$ cat src/scct_reg_pkg.sv
/*
 * scct register package
 * word-address map, bus widths and the internal write strobe
 */
package scct_reg_pkg;

   localparam int unsigned ADR_W = 4;
   localparam int unsigned DAT_W = 32;

   // word addresses
   localparam int unsigned REG_CTR     = 0;
   localparam int unsigned REG_PSC     = 1;
   localparam int unsigned REG_CTR_IE  = 2;
   localparam int unsigned REG_CTR_IS  = 3;
   localparam int unsigned REG_CH_MODE = 4;
   localparam int unsigned REG_CH_ACT  = 5;
   localparam int unsigned REG_CH_IE   = 6;
   localparam int unsigned REG_CH_IS   = 7;
   localparam int unsigned REG_CH_INP  = 8;
   localparam int unsigned REG_CH_OUT  = 9;
   // channel n sits at REG_CCR0 + n
   localparam int unsigned REG_CCR0    = 10;

   localparam int unsigned NUM_REG = 14;

   // one bus write valid for a single cycle
   typedef struct packed {
      // one-hot register select that is all zero when idle
      logic [NUM_REG-1:0] sel;
      logic [DAT_W-1:0]   dat;
   } wr_bus_t;

endpackage

$ cat src/scct_timer_pkg.sv
/*
 * scct timer package
 * counter, prescaler and channel widths, output-compare actions, state records
 */
package scct_timer_pkg;

   localparam int unsigned CTR_W  = 32;
   localparam int unsigned PSC_W  = 16;
   localparam int unsigned NUM_CH = 4;

   // output-compare actions applied to the channel pin on a match
   localparam logic [1:0] ACT_NONE = 2'd0;
   localparam logic [1:0] ACT_SET  = 2'd1;
   localparam logic [1:0] ACT_CLR  = 2'd2;
   localparam logic [1:0] ACT_TGL  = 2'd3;

   // counter side as seen by the bus block and the channels
   typedef struct packed {
      logic [CTR_W-1:0] ctr;
      logic [PSC_W-1:0] psc;
      logic             ie;
      logic             is;
      // high for one cycle after each counter step
      logic             tick;
   } ctr_state_t;

   // one channel as seen by the bus block
   typedef struct packed {
      // 1 = input capture, 0 = output compare
      logic             mode;
      logic [1:0]       act;
      logic [CTR_W-1:0] ccr;
      logic             ie;
      logic             is;
      logic             pin;
   } ch_state_t;

endpackage
$ cat src/scct_top.sv
/*
 * scct top level
 * capture/compare timer behind a Wishbone classic slave port
 */
`timescale 1ns/1ps

module scct_top
   import scct_timer_pkg::*, scct_reg_pkg::*;
(
   input  logic              clk,
   input  logic              rst,
   input  logic              wb_cyc_i,
   input  logic              wb_stb_i,
   input  logic              wb_we_i,
   input  logic [ADR_W-1:0]  wb_adr_i,
   input  logic [DAT_W-1:0]  wb_dat_i,
   output logic [DAT_W-1:0]  wb_dat_o,
   output logic              wb_ack_o,
   input  logic [NUM_CH-1:0] pins_i,
   output logic [NUM_CH-1:0] pins_o,
   output logic              irq_o
);

   wr_bus_t                wr;
   ctr_state_t             ctr_st;
   ch_state_t [NUM_CH-1:0] ch_st;

   scct_wb_regs i_regs (
      .clk      (clk),
      .rst      (rst),
      .wb_cyc_i (wb_cyc_i),
      .wb_stb_i (wb_stb_i),
      .wb_we_i  (wb_we_i),
      .wb_adr_i (wb_adr_i),
      .wb_dat_i (wb_dat_i),
      .wb_dat_o (wb_dat_o),
      .wb_ack_o (wb_ack_o),
      .wr_o     (wr),
      .ctr_i    (ctr_st),
      .ch_i     (ch_st),
      .pins_i   (pins_i),
      .irq_o    (irq_o)
   );

   scct_counter i_counter (
      .clk     (clk),
      .rst     (rst),
      .wr_i    (wr),
      .state_o (ctr_st)
   );

   // one channel per pin
   for (genvar n = 0; n < NUM_CH; n++) begin : g_ch
      scct_channel #(
         .CH_IDX (n)
      ) i_channel (
         .clk     (clk),
         .rst     (rst),
         .wr_i    (wr),
         .ctr_i   (ctr_st),
         .pin_i   (pins_i[n]),
         .state_o (ch_st[n])
      );

      assign pins_o[n] = ch_st[n].pin;
   end

endmodule

$ cat src/scct_wb_regs.sv
/*
 * scct bus block
 * Wishbone classic slave, write strobe decode, read mux and interrupt combine
 */
`timescale 1ns/1ps

module scct_wb_regs
   import scct_timer_pkg::*, scct_reg_pkg::*;
(
   input  logic                    clk,
   input  logic                    rst,
   input  logic                    wb_cyc_i,
   input  logic                    wb_stb_i,
   input  logic                    wb_we_i,
   input  logic [ADR_W-1:0]        wb_adr_i,
   input  logic [DAT_W-1:0]        wb_dat_i,
   output logic [DAT_W-1:0]        wb_dat_o,
   output logic                    wb_ack_o,
   output wr_bus_t                 wr_o,
   input  ctr_state_t              ctr_i,
   input  ch_state_t [NUM_CH-1:0]  ch_i,
   input  logic [NUM_CH-1:0]       pins_i,
   output logic                    irq_o
);

   logic                ack_q;
   logic [NUM_REG-1:0]  sel_q;
   logic [DAT_W-1:0]    wdat_q;
   logic [DAT_W-1:0]    rdat_q;
   logic                req;
   logic [NUM_REG-1:0]  dec;
   logic [DAT_W-1:0]    rd_mux;
   logic [NUM_CH-1:0]   mode_v;
   logic [2*NUM_CH-1:0] act_v;
   logic [NUM_CH-1:0]   ie_v;
   logic [NUM_CH-1:0]   is_v;
   logic [NUM_CH-1:0]   out_v;

   // a new access gets ack in the following cycle
   assign req = wb_cyc_i && wb_stb_i && !ack_q;

   // gather per-channel fields into register images
   always_comb begin
      for (int n = 0; n < NUM_CH; n++) begin
         mode_v[n]      = ch_i[n].mode;
         act_v[2*n +: 2] = ch_i[n].act;
         ie_v[n]        = ch_i[n].ie;
         is_v[n]        = ch_i[n].is;
         out_v[n]       = ch_i[n].pin;
      end
   end

   // addresses past the map select nothing
   always_comb begin
      dec = '0;
      if (wb_adr_i < NUM_REG) begin
         dec[wb_adr_i] = 1'b1;
      end
   end

   always_comb begin
      rd_mux = '0;
      case (wb_adr_i)
         REG_CTR:     rd_mux = DAT_W'(ctr_i.ctr);
         REG_PSC:     rd_mux = DAT_W'(ctr_i.psc);
         REG_CTR_IE:  rd_mux = DAT_W'(ctr_i.ie);
         REG_CTR_IS:  rd_mux = DAT_W'(ctr_i.is);
         REG_CH_MODE: rd_mux = DAT_W'(mode_v);
         REG_CH_ACT:  rd_mux = DAT_W'(act_v);
         REG_CH_IE:   rd_mux = DAT_W'(ie_v);
         REG_CH_IS:   rd_mux = DAT_W'(is_v);
         REG_CH_INP:  rd_mux = DAT_W'(pins_i);
         REG_CH_OUT:  rd_mux = DAT_W'(out_v);
         default: begin
            if (wb_adr_i >= REG_CCR0 && wb_adr_i < NUM_REG) begin
               rd_mux = DAT_W'(ch_i[wb_adr_i - REG_CCR0].ccr);
            end
         end
      endcase
   end

   always_ff @(posedge clk or posedge rst) begin
      if (rst) begin
         ack_q  <= 1'b0;
         sel_q  <= '0;
         wdat_q <= '0;
         rdat_q <= '0;
      end else begin
         ack_q <= req;
         // strobe lines up with ack
         sel_q <= (req && wb_we_i) ? dec : '0;
         if (req && wb_we_i) begin
            wdat_q <= wb_dat_i;
         end
         if (req && !wb_we_i) begin
            rdat_q <= rd_mux;
         end
      end
   end

   assign wb_ack_o = ack_q;
   assign wb_dat_o = rdat_q;
   assign wr_o     = '{sel: sel_q, dat: wdat_q};

   assign irq_o = (ctr_i.ie & ctr_i.is) | (|(ie_v & is_v));

   a_ack_single: assert property (@(posedge clk) disable iff (rst)
      wb_ack_o |=> !wb_ack_o);

endmodule

$ cat src/scct_channel.sv
/*
 * scct channel
 * one input-capture / output-compare channel with its own pin
 */
`timescale 1ns/1ps

module scct_channel
   import scct_timer_pkg::*, scct_reg_pkg::*;
#(
   parameter int unsigned CH_IDX = 0
) (
   input  logic       clk,
   input  logic       rst,
   input  wr_bus_t    wr_i,
   input  ctr_state_t ctr_i,
   input  logic       pin_i,
   output ch_state_t  state_o
);

   localparam int unsigned CCR_IDX = REG_CCR0 + CH_IDX;

   // [1:0] synchronizer, [2] previous level
   logic [2:0]       sync_q;
   logic             rise_q;
   logic             mode_q;
   logic [1:0]       act_q;
   logic [CTR_W-1:0] ccr_q;
   logic             ie_q;
   logic             is_q;
   logic             pin_q;
   logic             capture;
   logic             match;
   logic             is_clr;

   assign capture = mode_q && rise_q;
   // counter has just stepped onto CCR
   assign match   = !mode_q && ctr_i.tick && (ctr_i.ctr == ccr_q);
   assign is_clr  = wr_i.sel[REG_CH_IS] && wr_i.dat[CH_IDX];

   always_ff @(posedge clk or posedge rst) begin
      if (rst) begin
         sync_q <= '0;
         rise_q <= 1'b0;
      end else begin
         sync_q <= {sync_q[1:0], pin_i};
         rise_q <= sync_q[1] & ~sync_q[2];
      end
   end

   always_ff @(posedge clk or posedge rst) begin
      if (rst) begin
         mode_q <= 1'b0;
         act_q  <= ACT_NONE;
         ccr_q  <= '0;
         ie_q   <= 1'b0;
         is_q   <= 1'b0;
         pin_q  <= 1'b0;
      end else begin
         if (wr_i.sel[REG_CH_MODE]) begin
            mode_q <= wr_i.dat[CH_IDX];
         end
         if (wr_i.sel[REG_CH_ACT]) begin
            act_q <= wr_i.dat[2*CH_IDX +: 2];
         end
         if (wr_i.sel[REG_CH_IE]) begin
            ie_q <= wr_i.dat[CH_IDX];
         end
         // a capture overrides a CCR write in the same cycle
         if (capture) begin
            ccr_q <= ctr_i.ctr;
         end else if (wr_i.sel[CCR_IDX]) begin
            ccr_q <= wr_i.dat[CTR_W-1:0];
         end
         if (match) begin
            case (act_q)
               ACT_SET: pin_q <= 1'b1;
               ACT_CLR: pin_q <= 1'b0;
               ACT_TGL: pin_q <= ~pin_q;
               default: pin_q <= pin_q;
            endcase
         end
         is_q <= (is_q & ~is_clr) | capture | match;
      end
   end

   assign state_o = '{mode: mode_q, act: act_q, ccr: ccr_q,
                      ie: ie_q, is: is_q, pin: pin_q};

   // pin holds its level for as long as the channel captures
   a_capture_pin_stable: assert property (@(posedge clk) disable iff (rst)
      mode_q |=> $stable(pin_q));

endmodule

$ cat src/scct_counter.sv
/*
 * scct counter
 * prescaled free-running counter with bus load and overflow flag
 */
`timescale 1ns/1ps

module scct_counter
   import scct_timer_pkg::*, scct_reg_pkg::*;
(
   input  logic       clk,
   input  logic       rst,
   input  wr_bus_t    wr_i,
   output ctr_state_t state_o
);

   logic [PSC_W-1:0] psc_q;
   logic [PSC_W-1:0] pcnt_q;
   logic [CTR_W-1:0] ctr_q;
   logic             ie_q;
   logic             is_q;
   logic             tick_q;
   logic             step;
   logic             wrap;

   // >= so a smaller PSC written mid-count still ends the period
   assign step = (pcnt_q >= psc_q);
   assign wrap = step && (ctr_q == '1) && !wr_i.sel[REG_CTR];

   always_ff @(posedge clk or posedge rst) begin
      if (rst) begin
         psc_q  <= '0;
         pcnt_q <= '0;
         ctr_q  <= '0;
         ie_q   <= 1'b0;
         is_q   <= 1'b0;
         tick_q <= 1'b0;
      end else begin
         if (wr_i.sel[REG_PSC]) begin
            psc_q <= wr_i.dat[PSC_W-1:0];
         end
         if (wr_i.sel[REG_CTR_IE]) begin
            ie_q <= wr_i.dat[0];
         end
         // bus load takes priority over a step
         if (wr_i.sel[REG_CTR]) begin
            ctr_q  <= wr_i.dat[CTR_W-1:0];
            pcnt_q <= '0;
            tick_q <= 1'b0;
         end else if (step) begin
            ctr_q  <= ctr_q + 1'b1;
            pcnt_q <= '0;
            tick_q <= 1'b1;
         end else begin
            pcnt_q <= pcnt_q + 1'b1;
            tick_q <= 1'b0;
         end
         // a wrap in the same cycle beats the write 1 to clear
         is_q <= (is_q & ~(wr_i.sel[REG_CTR_IS] & wr_i.dat[0])) | wrap;
      end
   end

   assign state_o = '{ctr: ctr_q, psc: psc_q, ie: ie_q, is: is_q, tick: tick_q};

   a_tick_spacing: assert property (@(posedge clk) disable iff (rst)
      (tick_q && psc_q != '0) |=> !tick_q);

endmodule

$ cat config.mk
export PLATFORM = sky130hd
export DESIGN_NAME = scct_top
export DESIGN_NICKNAME = d
export VERILOG_FILES = /design/src/scct_reg_pkg.sv /design/src/scct_timer_pkg.sv /design/src/scct_top.sv /design/src/scct_wb_regs.sv /design/src/scct_channel.sv /design/src/scct_counter.sv
export SDC_FILE = /design/constraint.sdc
export NUM_CORES = 1
export LEC_CHECK = 0
export BUFFER_PORTS_ARGS = -buffer_cell sky130_fd_sc_hd__buf_2
export CAP_MARGIN = 40
export CORE_MARGIN = 2
export CORE_UTILIZATION = 62
export DETAILED_ROUTE_END_ITERATION = 10
export PLACE_DENSITY = 0.87
export SYNTH_ARGS = -nofsm -noshare
export SYNTH_HDL_FRONTEND = slang
export SYNTH_SLANG_ARGS = --single-unit
$ cat constraint.sdc
create_clock -name clk -period 11.8 [get_ports clk]
set_clock_uncertainty 0.1 [all_clocks]
set_input_delay 2.36 -clock clk [delete_from_list [all_inputs] [get_ports clk]]
set_output_delay 2.36 -clock clk [all_outputs]
set_load 0.03 [all_outputs]
==> run summary <==
Clk sinks: 312
WL/cell: 24.4 µm
Die height: 168 µm
Setup Total Neg Slack: 0 ns
Initial antenna violation count: 1
RSZ-0062 raised after global routing: false
PostCTS Resize Cnt: 0
# nets final: 1684
Fraction of registers with async set/reset: 1.00
Final hold violation count: 0
Global Route Usage Sum: 0.347
Post-Syn Instances: 1620
Synthesized Nets: 1683
First-pass GRT wire length: 75.6 mm
DRT Pass-1 Iters: 8
Slew margin rel.: 0.292
Violation count after the first detailed-routing iteration: 2229
CTS Buffer Depth: 3
Endpoint type of the worst setup path: flip-flop
CTS Hold Bufs: 0
Min-Delay Path Depth: 0
Register area share after synthesis: 0.467
Total grt overflow: 0
Drt drc: 0
P per Cell Area: 199 nW/µm²
Fin. max-slew vios: 0
Area Overhead vs Synth: 10.1%
Tightest Pin Transition: 1.06 ns
Util after Layout: 0.689
Crit share post-route: 0.399
Fill cells: 1873
Root Buffer: clkbuf_16
Clk Latency, worst-skew pair: 0.53 ns
Final Power: 0.00366 W
Worst endpoint required time: 12.08 ns
Max Freq: 0.212 GHz
Crit-path max FO: 52
Max cap viols: 0
Die area: 28300 µm²
Number of I/O pins: 83
Area leader, netlist: dfrtp_1
Ys Warns: 0
R2R cell count: 6
Routed WL: 48.5 mm
Tmin final: 4.71 ns
Synth top cells by count: dfrtp_1, nand2_1, o21ai_0
Vias: 13340
Largest cells by area after synthesis: dfrtp_1, mux2i_1, xnor2_1, nand2_1, o21ai_0
GPL Wtd Cong: 0.981
Die Wd: 168 µm
Leakage: 7.29 nW
Placed cell area: 17300 µm²
Synth Register Bits: 312
Post-synth top area share: 0.467
Hold Path Class: reg2reg
CTS tree: built
Post-CTS repair timing setup buffer count: 0
Final Cell Area: 18400 µm²
Largest net degree at the start of global routing: 189
Status: completed
Nature of the critical path startpoint: input port
Post-synth EDFFs: 0
Avg Inst Size Synth: 10.3 µm²
CTS Buf Count: 35
Setup CP Type: in2reg
Layout cells sized above 1: 0.165
Reg clk slew, reported paths: 0.06 ns
Distinct cells, synth: 56
Core Footprint: 26700 µm²
Final Setup Violations: 0
Top-count cell post-synth: dfrtp_1
Final HPWL DP: 31.5 mm
Worst VDD drop: 0.000117 V
Port bufs: 82
Vias in the first global route: 13151
H-tree depth: 2
Synth Cell Area: 16700 µm²
CP arrival: 4.99 ns
Initial core utilization: 0.625
Remaining antenna violation count: 0
Std-Cell Rows: 60
Via density: 6.71
Top FF cell, synth: dfrtp_1
## critical path: stages
cell and delay [ns]:
buf_2 0.07, buf_4 0.63, xor2_1 0.12, and2_1 0.49, buf_4 0.37, nand2_1 0.09
o21ai_0 0.12, a2111oi_0 0.55, a21oi_1 0.13
## worst paths after layout
| kind | from | endpoint | slack, ns |
|---|---|---|---|
| worst max-delay path | wb_adr_i[1] | i_regs.wb_dat_o[3]$_DFFE_PP0P_ | 7.09 |
| worst min-delay path | g_ch[1].i_channel.sync_q[0]$_DFF_PP0_ | g_ch[1].i_channel.sync_q[1]$_DFF_PP0_ | 0.25 |
| worst max register to register | i_counter.ctr_q[2]$_DFFE_PP0P_ | i_counter.ctr_q[22]$_DFFE_PP0P_ | 8.60 |
| worst min register to register | g_ch[1].i_channel.sync_q[0]$_DFF_PP0_ | g_ch[1].i_channel.sync_q[1]$_DFF_PP0_ | 0.25 |
| max in group asynchronous | rst | i_regs.sel_q[0]$_DFF_PP0_ | 8.69 |
| min in group asynchronous | rst | i_regs.wdat_q[25]$_DFFE_PP0P_ | 1.90 |
## flip-flops by register name, summed over array words and instances, names as in the netlist
signal                 cells
i_counter.tick_q           1
i_counter.psc_q           16
g_ch.i_channel.pin_q       4
i_counter.ie_q             1
i_counter.is_q             1
i_regs.sel_q              12
g_ch.i_channel.mode_q      4
g_ch.i_channel.is_q        4
g_ch.i_channel.ccr_q     128
g_ch.i_channel.rise_q      4
g_ch.i_channel.sync_q     12
i_counter.ctr_q           32
g_ch.i_channel.ie_q        4
i_regs.wdat_q             32
i_regs.wb_ack_o            1
g_ch.i_channel.act_q       8
i_counter.pcnt_q          16
i_regs.wb_dat_o           32
## routing by layer
| layer | track usage | share of wire | vias up |
|---|---|---|---|
| met5 | 0 | 0.00017 | - |
| met4 | 0.162 | 0.051 | 2 |
| met3 | 0.0882 | 0.12 | 194 |
| met2 | 0.534 | 0.45 | 980 |
| met1 | 0.468 | 0.37 | 6475 |
| li1 | - | - | 5689 |
## logic make-up after synthesis
group	Yosys count	synth area share
compound gates	313	0.116
xor+xnor	169	0.0886
fa+ha+maj	18	0.0135
buf+inv	170	0.0413
flops	312	0.467
mux	220	0.161
simple gates	418	0.112
## through the flow
stage                     setup WS [ns]  std cells  hold slack (ns)
after floorplan                   0.711       1620            0.231
after global placement             6.88       1918            0.232
after detailed placement           6.70       1925            0.235
after CTS                          7.20       1988            0.248
after global routing               6.99       1988            0.254
final                              7.09       1989            0.247
## power breakdown
group / total (W) / switching, W / internal (W)
combinational: 0.000937 / 0.000529 / 0.000409
sequential: 0.00165 / 0.000357 / 0.00129
clock: 0.00107 / 0.000448 / 0.000623
## cell type report
class	count	area, µm²	area share
antenna	1	2.50	0.000136
clock buffer	53	1020	0.0556
clock inverter	10	86.3	0.00469
inverter	31	124	0.00673
multi-input combinational	1138	8250	0.448
sequential	312	7810	0.425
tap	341	427	0.0232
timing repair buffer	103	676	0.0367
## placed cells by master, fill, tap and decap left out, types with 23 or more instances in the layout
| cell type | count |
|---|---|
| nand2_1 | 217 |
| mux4_2 | 33 |
| inv_1 | 30 |
| dfrtp_1 | 307 |
| xor2_1 | 44 |
| mux2_2 | 55 |
| nand4_1 | 40 |
| o21ai_1 | 23 |
| a21oi_1 | 48 |
| clkbuf_16 | 35 |
| xnor2_1 | 125 |
| buf_2 | 82 |
| mux2i_1 | 131 |
| o21ai_0 | 158 |
| nor2_1 | 66 |
No activity file was read; power rests on OpenSTA's default activity.
